$ cat config.mk
export PLATFORM = sky130hd
export DESIGN_NAME = muldiv_top
export DESIGN_NICKNAME = d
export VERILOG_FILES = /design/src/source/muldiv_pkg.sv /design/src/source/muldiv_if.sv /design/src/source/mul_staged.sv /design/src/source/div_restoring.sv /design/src/source/muldiv_ctrl.sv /design/src/source/muldiv_top.sv
export SDC_FILE = /design/constraint.sdc
export NUM_CORES = 2
export LEC_CHECK = 0
export CAP_MARGIN = 20
export CELL_PAD_IN_SITES_DETAIL_PLACEMENT = 1
export CELL_PAD_IN_SITES_GLOBAL_PLACEMENT = 1
export CORE_MARGIN = 2
export CORE_UTILIZATION = 35
export CTS_CLUSTER_SIZE = 14
export DETAILED_ROUTE_END_ITERATION = 12
export DONT_BUFFER_PORTS = 1
export GPL_ROUTABILITY_DRIVEN = 0
export GPL_TIMING_DRIVEN = 0
export PLACE_DENSITY_LB_ADDON = 0.1
export REMOVE_ABC_BUFFERS = 1
export SETUP_SLACK_MARGIN = 0.15
export SYNTH_ARGS = -nofsm -noshare
export SYNTH_HDL_FRONTEND = slang
export SYNTH_SLANG_ARGS = --single-unit
$ cat constraint.sdc
create_clock -name clk -period 8 [get_ports clk]
set_clock_uncertainty 0.15 [all_clocks]
set_input_delay 1.6 -clock clk [delete_from_list [all_inputs] [get_ports clk]]
set_output_delay 1.6 -clock clk [all_outputs]
set_load 0.005 [all_outputs]
$ cat src/source/muldiv_pkg.sv
`default_nettype none

package muldiv_pkg;

    // Operand and result word of the execute stage.
    typedef logic [31:0] word_t;

    // Full product, or remainder and quotient side by side.
    typedef logic [63:0] product_t;

    typedef enum logic [1:0] {
        MD_MULT,
        MD_MULTU,
        MD_DIV,
        MD_DIVU
    } md_op_t;

    typedef enum logic [1:0] {
        MD_IDLE,
        MD_MUL_BUSY,
        MD_DIV_BUSY
    } md_state_t;

    typedef logic [5:0] cycle_t;

    // Register stages inside the multiplier, start to done.
    localparam int MUL_STAGES = 4;

    // Edges from the en sampling edge to the edge that raises res_ready.
    // One edge to issue start, the unit itself, one edge to register res_ready.
    localparam cycle_t MUL_LATENCY = cycle_t'(MUL_STAGES + 2);

    // One load edge and 32 iterations inside the divider.
    localparam cycle_t DIV_LATENCY = cycle_t'(35);

endpackage

`default_nettype wire

$ cat src/source/muldiv_if.sv
`timescale 1ns/100ps
`default_nettype none

interface muldiv_if;
    import muldiv_pkg::*;

    logic  start;
    logic  signed_op;
    word_t a;
    word_t b;
    word_t hi;
    word_t lo;
    logic  done;

    // Operands are valid with start, results hold from done to the next start.
    modport ctrl (
        output start,
        output signed_op,
        output a,
        output b,
        input  hi,
        input  lo,
        input  done
    );

    modport unit (
        input  start,
        input  signed_op,
        input  a,
        input  b,
        output hi,
        output lo,
        output done
    );

endinterface

`default_nettype wire

$ cat src/source/mul_staged.sv
`timescale 1ns/100ps
`default_nettype none

module mul_staged (
    input wire     clk,
    input wire     rst,
    muldiv_if.unit bus
);
    import muldiv_pkg::*;

    logic [MUL_STAGES-1:0] vld;

    // Stage 1.
    word_t a_mag;
    word_t b_mag;
    logic  neg_s1;

    // Stage 2.
    logic [31:0] pp_ll;
    logic [31:0] pp_lh;
    logic [31:0] pp_hl;
    logic [31:0] pp_hh;
    logic        neg_s2;

    // Stage 3.
    product_t mag_prod;
    logic     neg_s3;

    product_t res_prod;

    always_ff @(posedge clk) begin
        if (rst) begin
            vld <= '0;
        end else begin
            vld <= {vld[MUL_STAGES-2:0], bus.start};
        end
    end

    // Signed operands are multiplied as magnitudes.
    always_ff @(posedge clk) begin
        if (bus.start) begin
            if (bus.signed_op) begin
                a_mag  <= bus.a[31] ? -bus.a : bus.a;
                b_mag  <= bus.b[31] ? -bus.b : bus.b;
                neg_s1 <= bus.a[31] ^ bus.b[31];
            end else begin
                a_mag  <= bus.a;
                b_mag  <= bus.b;
                neg_s1 <= 1'b0;
            end
        end
    end

    always_ff @(posedge clk) begin
        if (vld[0]) begin
            pp_ll  <= a_mag[15:0] * b_mag[15:0];
            pp_lh  <= a_mag[15:0] * b_mag[31:16];
            pp_hl  <= a_mag[31:16] * b_mag[15:0];
            pp_hh  <= a_mag[31:16] * b_mag[31:16];
            neg_s2 <= neg_s1;
        end
    end

    // Cross terms sit 16 bits up.
    always_ff @(posedge clk) begin
        if (vld[1]) begin
            mag_prod <= {pp_hh, pp_ll}
                      + (product_t'(pp_lh) << 16)
                      + (product_t'(pp_hl) << 16);
            neg_s3   <= neg_s2;
        end
    end

    assign res_prod = neg_s3 ? -mag_prod : mag_prod;

    always_ff @(posedge clk) begin
        if (vld[2]) begin
            bus.hi <= res_prod[63:32];
            bus.lo <= res_prod[31:0];
        end
    end

    assign bus.done = vld[MUL_STAGES-1];

endmodule

`default_nettype wire

$ cat src/source/div_restoring.sv
`timescale 1ns/100ps
`default_nettype none

module div_restoring (
    input wire     clk,
    input wire     rst,
    muldiv_if.unit bus
);
    import muldiv_pkg::*;

    localparam int W = $bits(word_t);
    localparam int CNT_W = $clog2(W);
    localparam logic [CNT_W-1:0] LAST_ITER = CNT_W'(W - 1);

    logic             busy;
    logic [CNT_W-1:0] iter_cnt;

    word_t dividend;
    word_t dvs;
    word_t rem;
    word_t quo;
    logic  q_neg;
    logic  r_neg;
    logic  div_zero;
    logic  ovf;

    logic [W:0] rem_shift;
    logic [W:0] rem_diff;
    logic       fits;
    word_t      rem_next;
    word_t      quo_next;

    // Quotient bits shift in at the bottom as dividend bits shift out the top.
    assign rem_shift = {rem, quo[W-1]};
    assign rem_diff  = rem_shift - {1'b0, dvs};
    assign fits      = rem_shift >= {1'b0, dvs};
    assign rem_next  = fits ? rem_diff[W-1:0] : rem_shift[W-1:0];
    assign quo_next  = {quo[W-2:0], fits};

    always_ff @(posedge clk) begin
        if (rst) begin
            busy     <= 1'b0;
            iter_cnt <= '0;
            bus.done <= 1'b0;
        end else begin
            bus.done <= 1'b0;
            if (bus.start) begin
                busy     <= 1'b1;
                iter_cnt <= '0;
            end else if (busy) begin
                iter_cnt <= iter_cnt + 1'b1;
                if (iter_cnt == LAST_ITER) begin
                    busy     <= 1'b0;
                    bus.done <= 1'b1;
                end
            end
        end
    end

    always_ff @(posedge clk) begin
        if (bus.start) begin
            dividend <= bus.a;
            rem      <= '0;
            if (bus.signed_op) begin
                quo   <= bus.a[W-1] ? -bus.a : bus.a;
                dvs   <= bus.b[W-1] ? -bus.b : bus.b;
                q_neg <= bus.a[W-1] ^ bus.b[W-1];
                r_neg <= bus.a[W-1];
            end else begin
                quo   <= bus.a;
                dvs   <= bus.b;
                q_neg <= 1'b0;
                r_neg <= 1'b0;
            end
            div_zero <= (bus.b == '0);
            // Most negative value divided by minus one.
            ovf      <= bus.signed_op && (bus.a == {1'b1, {(W-1){1'b0}}}) && (bus.b == '1);
        end else if (busy) begin
            rem <= rem_next;
            quo <= quo_next;
        end
    end

    // Results land on the last iteration edge, together with done.
    always_ff @(posedge clk) begin
        if (busy && (iter_cnt == LAST_ITER)) begin
            if (div_zero) begin
                bus.hi <= dividend;
                bus.lo <= '1;
            end else if (ovf) begin
                bus.hi <= '0;
                bus.lo <= dividend;
            end else begin
                bus.hi <= r_neg ? -rem_next : rem_next;
                bus.lo <= q_neg ? -quo_next : quo_next;
            end
        end
    end

endmodule

`default_nettype wire

$ cat src/source/muldiv_ctrl.sv
`timescale 1ns/100ps
`default_nettype none

module muldiv_ctrl (
    input wire                 clk,
    input wire                 rst,
    input wire                 en,
    input wire muldiv_pkg::md_op_t op,
    input wire muldiv_pkg::word_t  src_a,
    input wire muldiv_pkg::word_t  src_b,
    muldiv_if.ctrl             mul_bus,
    muldiv_if.ctrl             div_bus,
    output muldiv_pkg::word_t  hi,
    output muldiv_pkg::word_t  lo,
    output logic               res_ready,
    output logic               stall
);
    import muldiv_pkg::*;

    md_state_t state;
    cycle_t    busy_cnt;

    logic  accept;
    logic  is_div;
    logic  is_signed;
    logic  unit_done;
    logic  mul_start;
    logic  div_start;
    word_t a_q;
    word_t b_q;
    logic  signed_q;

    always_comb begin
        is_div    = 1'b0;
        is_signed = 1'b0;
        case (op)
            MD_MULT: begin
                is_signed = 1'b1;
            end
            MD_MULTU: begin
                is_signed = 1'b0;
            end
            MD_DIV: begin
                is_div    = 1'b1;
                is_signed = 1'b1;
            end
            MD_DIVU: begin
                is_div    = 1'b1;
            end
            default: begin
                is_div    = 1'b0;
            end
        endcase
    end

    // No new operation in the res_ready cycle, so stall stays low there.
    assign accept = en && (state == MD_IDLE) && !res_ready;
    assign stall  = accept || (state != MD_IDLE);

    assign unit_done = ((state == MD_MUL_BUSY) && mul_bus.done)
                    || ((state == MD_DIV_BUSY) && div_bus.done);

    always_ff @(posedge clk) begin
        if (rst) begin
            state     <= MD_IDLE;
            busy_cnt  <= '0;
            mul_start <= 1'b0;
            div_start <= 1'b0;
            res_ready <= 1'b0;
            hi        <= '0;
            lo        <= '0;
        end else begin
            res_ready <= 1'b0;
            // Start goes out on the first busy edge.
            mul_start <= (state == MD_MUL_BUSY) && (busy_cnt == '0);
            div_start <= (state == MD_DIV_BUSY) && (busy_cnt == '0);
            case (state)
                MD_IDLE: begin
                    if (accept) begin
                        state    <= is_div ? MD_DIV_BUSY : MD_MUL_BUSY;
                        busy_cnt <= '0;
                    end
                end
                MD_MUL_BUSY, MD_DIV_BUSY: begin
                    if (busy_cnt != '1) begin
                        busy_cnt <= busy_cnt + 1'b1;
                    end
                    if (unit_done) begin
                        state     <= MD_IDLE;
                        res_ready <= 1'b1;
                        hi        <= (state == MD_DIV_BUSY) ? div_bus.hi : mul_bus.hi;
                        lo        <= (state == MD_DIV_BUSY) ? div_bus.lo : mul_bus.lo;
                    end
                end
                default: begin
                    state <= MD_IDLE;
                end
            endcase
        end
    end

    always_ff @(posedge clk) begin
        if (accept) begin
            a_q      <= src_a;
            b_q      <= src_b;
            signed_q <= is_signed;
        end
    end

    // Both units see the same held operands; only one gets a start.
    assign mul_bus.start     = mul_start;
    assign mul_bus.signed_op = signed_q;
    assign mul_bus.a         = a_q;
    assign mul_bus.b         = b_q;

    assign div_bus.start     = div_start;
    assign div_bus.signed_op = signed_q;
    assign div_bus.a         = a_q;
    assign div_bus.b         = b_q;

endmodule

`default_nettype wire

$ cat src/source/muldiv_top.sv
`timescale 1ns/100ps
`default_nettype none

module muldiv_top (
    input wire                     clk,
    input wire                     rst,
    input wire                     en,
    input wire muldiv_pkg::md_op_t op,
    input wire muldiv_pkg::word_t  src_a,
    input wire muldiv_pkg::word_t  src_b,
    output wire muldiv_pkg::word_t hi,
    output wire muldiv_pkg::word_t lo,
    output wire                    res_ready,
    output wire                    stall
);

    muldiv_if mul_bus ();
    muldiv_if div_bus ();

    muldiv_ctrl u_ctrl (
        .clk       (clk),
        .rst       (rst),
        .en        (en),
        .op        (op),
        .src_a     (src_a),
        .src_b     (src_b),
        .mul_bus   (mul_bus.ctrl),
        .div_bus   (div_bus.ctrl),
        .hi        (hi),
        .lo        (lo),
        .res_ready (res_ready),
        .stall     (stall)
    );

    mul_staged u_mul (
        .clk (clk),
        .rst (rst),
        .bus (mul_bus.unit)
    );

    div_restoring u_div (
        .clk (clk),
        .rst (rst),
        .bus (div_bus.unit)
    );

endmodule

`default_nettype wire

==> impl_metrics.xml <==
<?xml version="1.0" encoding="UTF-8"?>
<metrics>
  <group name="run_status">
    <metric name="outcome" unit="">finished, final reports clean</metric>
  </group>
  <group name="critical_path">
    <metric name="critical_path.most_common_cell" unit="">sky130_fd_sc_hd__fa_1</metric>
    <metric name="cp_data_arrival_time" unit="ns">7.90</metric>
    <metric name="crit_end" unit="">u_mul.pp_lh[28]</metric>
    <metric name="worstSetupStartpointType" unit="">register</metric>
    <metric name="worst_reg2reg_path_depth" unit="">21</metric>
    <metric name="worst_path_max_delay_cell" unit="">sky130_fd_sc_hd__edfxtp_1</metric>
    <metric name="worst-endpoint-required" unit="ns">8.34</metric>
    <metric name="worstPathCellList" unit="">buf_16 &gt; buf_16 &gt; nand2_1 &gt; fa_1 &gt; inv_1 &gt; fa_1 &gt; fa_1 &gt; fa_1 &gt; fa_1 &gt; inv_1 &gt; fa_1 &gt; inv_1 &gt; ha_1 &gt; nand2_1 &gt; o21a_1 &gt; a21oi_1 &gt; a21oi_1 &gt; a311oi_1 &gt; and2_1 &gt; o21ai_0 &gt; a221oi_1</metric>
    <metric name="critical_path.reg2reg.startpoint" unit="">u_mul.b_mag[27]</metric>
    <metric name="crit_fanout" unit="">19</metric>
    <metric name="worst-setup-path-type" unit="">reg2reg</metric>
    <metric name="crit_path_end_kind" unit="">register</metric>
    <metric name="timing.critical_path.from" unit="">u_mul.b_mag[27]</metric>
    <metric name="regToRegSetupSlack" unit="ns">0.45</metric>
    <metric name="r2r_end" unit="">u_mul.pp_lh[28]</metric>
    <metric name="critical-path-max-stage-delay" unit="ns">0.88</metric>
  </group>
  <group name="floorplan">
    <metric name="die_w" unit="um">435</metric>
    <metric name="core_area" unit="mm^2">0.185</metric>
    <metric name="initial_util" unit="">0.352</metric>
    <metric name="num_rows" unit="">158</metric>
    <metric name="ios" unit="">135</metric>
    <metric name="floorplan.die_area" unit="mm^2">0.189</metric>
    <metric name="die_y" unit="um">435</metric>
  </group>
  <group name="layout">
    <metric name="multi_input_comb_area" unit="mm^2">0.0412</metric>
    <metric name="flow.area_growth_from_synthesis" unit="%">13.7</metric>
    <metric name="regArea" unit="mm^2">0.0190</metric>
    <metric name="utilization" unit="">0.400</metric>
    <metric name="n_fill_cell" unit="">20500</metric>
    <metric name="nNetsFinal" unit="">7751</metric>
    <metric name="largest_register_ff_count" unit="">64</metric>
    <metric name="largest_register" unit="">u_mul.mag_prod</metric>
    <metric name="final_layout_size_suffix_gt1_frac" unit="">0.0608</metric>
  </group>
  <group name="clock_network">
    <metric name="source_to_sink_clock_delay_at_the_later_pin_of_the_worst_skew_pair" unit="ns">0.70</metric>
    <metric name="root_buffer" unit="">sky130_fd_sc_hd__clkbuf_16</metric>
    <metric name="clkTransAtPathRegs" unit="ns">0.07</metric>
    <metric name="cts_hold_repair.buffers" unit="">0</metric>
    <metric name="cts_sinks" unit="">670</metric>
    <metric name="cts-root-to-sink-buffers" unit="">3</metric>
    <metric name="htree_levels" unit="">3</metric>
    <metric name="tritoncts" unit="">built</metric>
    <metric name="cts_buffers" unit="">83</metric>
  </group>
  <group name="sta">
    <metric name="layout_worst_path_cycle_share" unit="">0.944</metric>
    <metric name="worst_slack" unit="ns">0.446</metric>
    <metric name="final_max_slew_viol_count" unit="">0</metric>
    <metric name="report.final.setup_viol" unit="">0</metric>
    <metric name="final_hold_viol_count" unit="">0</metric>
    <metric name="finalWorstPathRequiredPeriod" unit="ns">7.55</metric>
    <metric name="slew_headroom" unit="">0.265</metric>
    <metric name="tightest_slew" unit="ns">1.10</metric>
    <metric name="clock.fmax" unit="MHz">132</metric>
    <metric name="unrepaired_setup_endpoints_after_global_routing" unit="">no</metric>
  </group>
  <group name="synth">
    <metric name="synth.top_cell.area_share" unit="">0.255</metric>
    <metric name="synth.area.top_cells" unit="">sky130_fd_sc_hd__edfxtp_1, sky130_fd_sc_hd__fa_1, sky130_fd_sc_hd__ha_1, sky130_fd_sc_hd__inv_1, sky130_fd_sc_hd__and2_1</metric>
    <metric name="ys_warn_count" unit="">0</metric>
    <metric name="mappedNetlistArea" unit="mm^2">0.0651</metric>
    <metric name="synth_sequential_area_ratio" unit="">0.291</metric>
    <metric name="synth.ff_latch_count" unit="">670</metric>
    <metric name="synth-edff-count" unit="">552</metric>
    <metric name="syn_avg_cell_area" unit="um^2">10.1</metric>
    <metric name="asyncSetResetFlopFracSynth" unit="">0</metric>
    <metric name="yosys.area.top_type" unit="">sky130_fd_sc_hd__edfxtp_1</metric>
    <metric name="synth_flop_cell" unit="">sky130_fd_sc_hd__edfxtp_1</metric>
    <metric name="postSynthCellCount" unit="">6420</metric>
    <metric name="yosys.cell_types.count" unit="">85</metric>
  </group>
  <group name="global_route">
    <metric name="number_of_antenna_violations_at_the_first_check_in_global_routing" unit="">7</metric>
    <metric name="grt_overall_usage" unit="">0.219</metric>
    <metric name="grt-ovfl-total" unit="">0</metric>
    <metric name="via_count_of_the_first_global_routing_pass" unit="">49200</metric>
    <metric name="grt_max_degree" unit="">76</metric>
    <metric name="grt_pass1_wl" unit="um">316000</metric>
  </group>
  <group name="routing">
    <metric name="detail_route.vias_per_cell" unit="">5.05</metric>
    <metric name="num_vias" unit="">45000</metric>
    <metric name="drc_errors" unit="">0</metric>
    <metric name="drt.antenna.violating_nets" unit="">0</metric>
    <metric name="wirelength" unit="um">205000</metric>
    <metric name="drc_marker_count_from_the_first_detailed_route_iteration" unit="">2173</metric>
    <metric name="routedWlPerCell" unit="um">23.0</metric>
    <metric name="drt-pass1-iter-count" unit="">5</metric>
  </group>
  <group name="place">
    <metric name="place_ws" unit="ns">-0.222</metric>
    <metric name="port-buffer-count" unit="">0</metric>
    <metric name="hpwlAfterDp" unit="um">166000</metric>
  </group>
  <group name="min_path">
    <metric name="holdCritPathClass" unit="">reg2reg</metric>
  </group>
  <group name="flow_run">
    <metric name="timing.max_cap.violations" unit="">0</metric>
  </group>
</metrics>
-- kinds of logic (layout without fill, tap and decap cells) --
group           Yosys count  count (layout)  share of synthesized area
fa+ha+maj              1304            1304                      0.344
simple gates           1839            1839                      0.138
mux                     131             131                     0.0207
flops                   670             670                      0.291
buf+inv                1348            1373                     0.0782
other cells               0               2                          0
xor+xnor                367             367                     0.0494
compound gates          761             761                     0.0787
-- repair_timing --
item / in CTS / in global routing
setup endpoints to repair: 7 / 11
endpoints found under the hold margin: 0 / 0
resized for setup: 1 / 9
pin swaps: 0 / 3
setup buffers: 7 / 30
-- critical path: cells and delay by family, from the launching register on --
family | cells | cell delay, ns
AND/OR/NAND/NOR | 3 | 0.44
AO/OA/AOI/OAI | 6 | 1.93
buffers and inverters | 5 | 0.57
flip-flops | 1 | 0.88
adder cells (fa/ha/maj) | 7 | 3.30
-- layout by cell type (no fill, tap or decap), types with 24 or more instances in the layout --
cell | netlist | final
sky130_fd_sc_hd__inv_1 | 1048 | 1046
sky130_fd_sc_hd__fa_1 | 810 | 810
sky130_fd_sc_hd__nand2_1 | 713 | 713
sky130_fd_sc_hd__edfxtp_1 | 552 | 552
sky130_fd_sc_hd__and2_1 | 501 | 501
sky130_fd_sc_hd__ha_1 | 494 | 493
sky130_fd_sc_hd__nor2_1 | 276 | 274
sky130_fd_sc_hd__xnor2_1 | 234 | 234
sky130_fd_sc_hd__a21oi_1 | 198 | 196
sky130_fd_sc_hd__xor2_1 | 133 | 133
sky130_fd_sc_hd__o21ai_0 | 124 | 124
sky130_fd_sc_hd__dfxtp_1 | 118 | 112
sky130_fd_sc_hd__buf_16 | 0 | 109
sky130_fd_sc_hd__mux2i_1 | 100 | 100
sky130_fd_sc_hd__a211oi_1 | 98 | 95
sky130_fd_sc_hd__clkbuf_16 | 0 | 84
sky130_fd_sc_hd__nor3_1 | 72 | 72
sky130_fd_sc_hd__a21o_1 | 61 | 61
sky130_fd_sc_hd__nand3_1 | 50 | 49
sky130_fd_sc_hd__o31ai_1 | 46 | 46
sky130_fd_sc_hd__o21bai_1 | 40 | 40
sky130_fd_sc_hd__nand2b_1 | 38 | 38
sky130_fd_sc_hd__or3_1 | 31 | 31
sky130_fd_sc_hd__mux2_2 | 31 | 31
sky130_fd_sc_hd__buf_4 | 0 | 30
sky130_fd_sc_hd__buf_12 | 0 | 29
sky130_fd_sc_hd__and3_1 | 27 | 27
sky130_fd_sc_hd__nand4_1 | 27 | 27
sky130_fd_sc_hd__a211o_1 | 27 | 27
sky130_fd_sc_hd__a22o_1 | 24 | 24
-- layer usage --
layer | global-route usage | vias to the layer above | share of wire
li1 | - | 20700 | -
met4 | 0.0552 | 0 | 0.027
met5 | 0 | - | 0
met2 | 0.367 | 635 | 0.47
met3 | 0.0193 | 214 | 0.030
met1 | 0.304 | 23500 | 0.47
-- layout make-up --
cell class                 count  share of cell area
tap                         2480              0.0419
multi-input combinational   4402               0.556
inverter                    1049              0.0533
clock buffer                  99              0.0296
timing repair buffer         172              0.0523
antenna                        2           0.0000676
clock inverter                53              0.0104
sequential                   670               0.256
-- per-stage QoR --
| stage | area (um^2) | TNS [ns] | std cells | hold WS, ns |
|---|---|---|---|---|
| finish | 74000 | 0 | 8927 | 0.263 |
| global route | 74000 | 0 | 8925 | 0.265 |
| CTS | 73600 | 0 | 8894 | 0.266 |
| detailed placement | 70600 | -0.268 | 8735 | 0.255 |
| global placement | 67000 | -305.74 | 8601 | 0.252 |
| floorplan | 63900 | 0 | 6121 | 0.250 |
-- synthesized netlist by cell type, types with 5 or more instances --
| cell type | count |
|---|---|
| sky130_fd_sc_hd__clkbuf_1 | 273 |
| sky130_fd_sc_hd__o21bai_1 | 40 |
| sky130_fd_sc_hd__o21ai_0 | 124 |
| sky130_fd_sc_hd__or4_1 | 15 |
| sky130_fd_sc_hd__mux2i_1 | 100 |
| sky130_fd_sc_hd__nor2_1 | 276 |
| sky130_fd_sc_hd__a31oi_1 | 15 |
| sky130_fd_sc_hd__o21ai_1 | 6 |
| sky130_fd_sc_hd__and4_1 | 8 |
| sky130_fd_sc_hd__nor3b_1 | 8 |
| sky130_fd_sc_hd__nand4_1 | 27 |
| sky130_fd_sc_hd__or3_1 | 31 |
| sky130_fd_sc_hd__xnor2_1 | 234 |
| sky130_fd_sc_hd__and3_1 | 27 |
| sky130_fd_sc_hd__inv_1 | 1048 |
| sky130_fd_sc_hd__a311oi_1 | 6 |
| sky130_fd_sc_hd__a22o_1 | 24 |
| sky130_fd_sc_hd__a21oi_1 | 198 |
| sky130_fd_sc_hd__dfxtp_1 | 118 |
| sky130_fd_sc_hd__a21o_1 | 61 |
| sky130_fd_sc_hd__nand3_1 | 50 |
| sky130_fd_sc_hd__nor3_1 | 72 |
| sky130_fd_sc_hd__nand3b_1 | 7 |
| sky130_fd_sc_hd__xor2_1 | 133 |
| sky130_fd_sc_hd__a32o_1 | 5 |
| sky130_fd_sc_hd__a21boi_0 | 8 |
| sky130_fd_sc_hd__ha_1 | 494 |
| sky130_fd_sc_hd__buf_2 | 12 |
| sky130_fd_sc_hd__o31ai_1 | 46 |
| sky130_fd_sc_hd__a211o_1 | 27 |
| sky130_fd_sc_hd__nor4_1 | 18 |
| sky130_fd_sc_hd__o211ai_1 | 11 |
| sky130_fd_sc_hd__nor2b_1 | 20 |
| sky130_fd_sc_hd__and2_1 | 501 |
| sky130_fd_sc_hd__nand2_1 | 713 |
| sky130_fd_sc_hd__edfxtp_1 | 552 |
| sky130_fd_sc_hd__o41ai_1 | 16 |
| sky130_fd_sc_hd__o21a_1 | 19 |
| sky130_fd_sc_hd__nand2b_1 | 38 |
| sky130_fd_sc_hd__fa_1 | 810 |
| sky130_fd_sc_hd__o31ai_2 | 5 |
| sky130_fd_sc_hd__mux2_2 | 31 |
| sky130_fd_sc_hd__or2_2 | 15 |
| sky130_fd_sc_hd__buf_1 | 12 |
| sky130_fd_sc_hd__a211oi_1 | 98 |
-- worst min path at each step --
stage | from | to | slack (ns) | cells after the start
2_1_floorplan | u_mul.pp_ll[0] | u_mul.mag_prod[0] | 0.25 | 0
3_3_place_gp | u_mul.neg_s2 | u_mul.neg_s3 | 0.25 | 0
3_5_place_dp | u_mul.pp_ll[13] | u_mul.mag_prod[13] | 0.26 | 0
4_1_cts | u_mul.pp_ll[15] | u_mul.mag_prod[15] | 0.27 | 0
5_1_grt | u_mul.pp_ll[15] | u_mul.mag_prod[15] | 0.26 | 0
6_report | u_mul.pp_ll[15] | u_mul.mag_prod[15] | 0.26 | 0
Power is not shown: default switching activity piles up to over one toggle a cycle in this logic, so the estimate is an artifact.
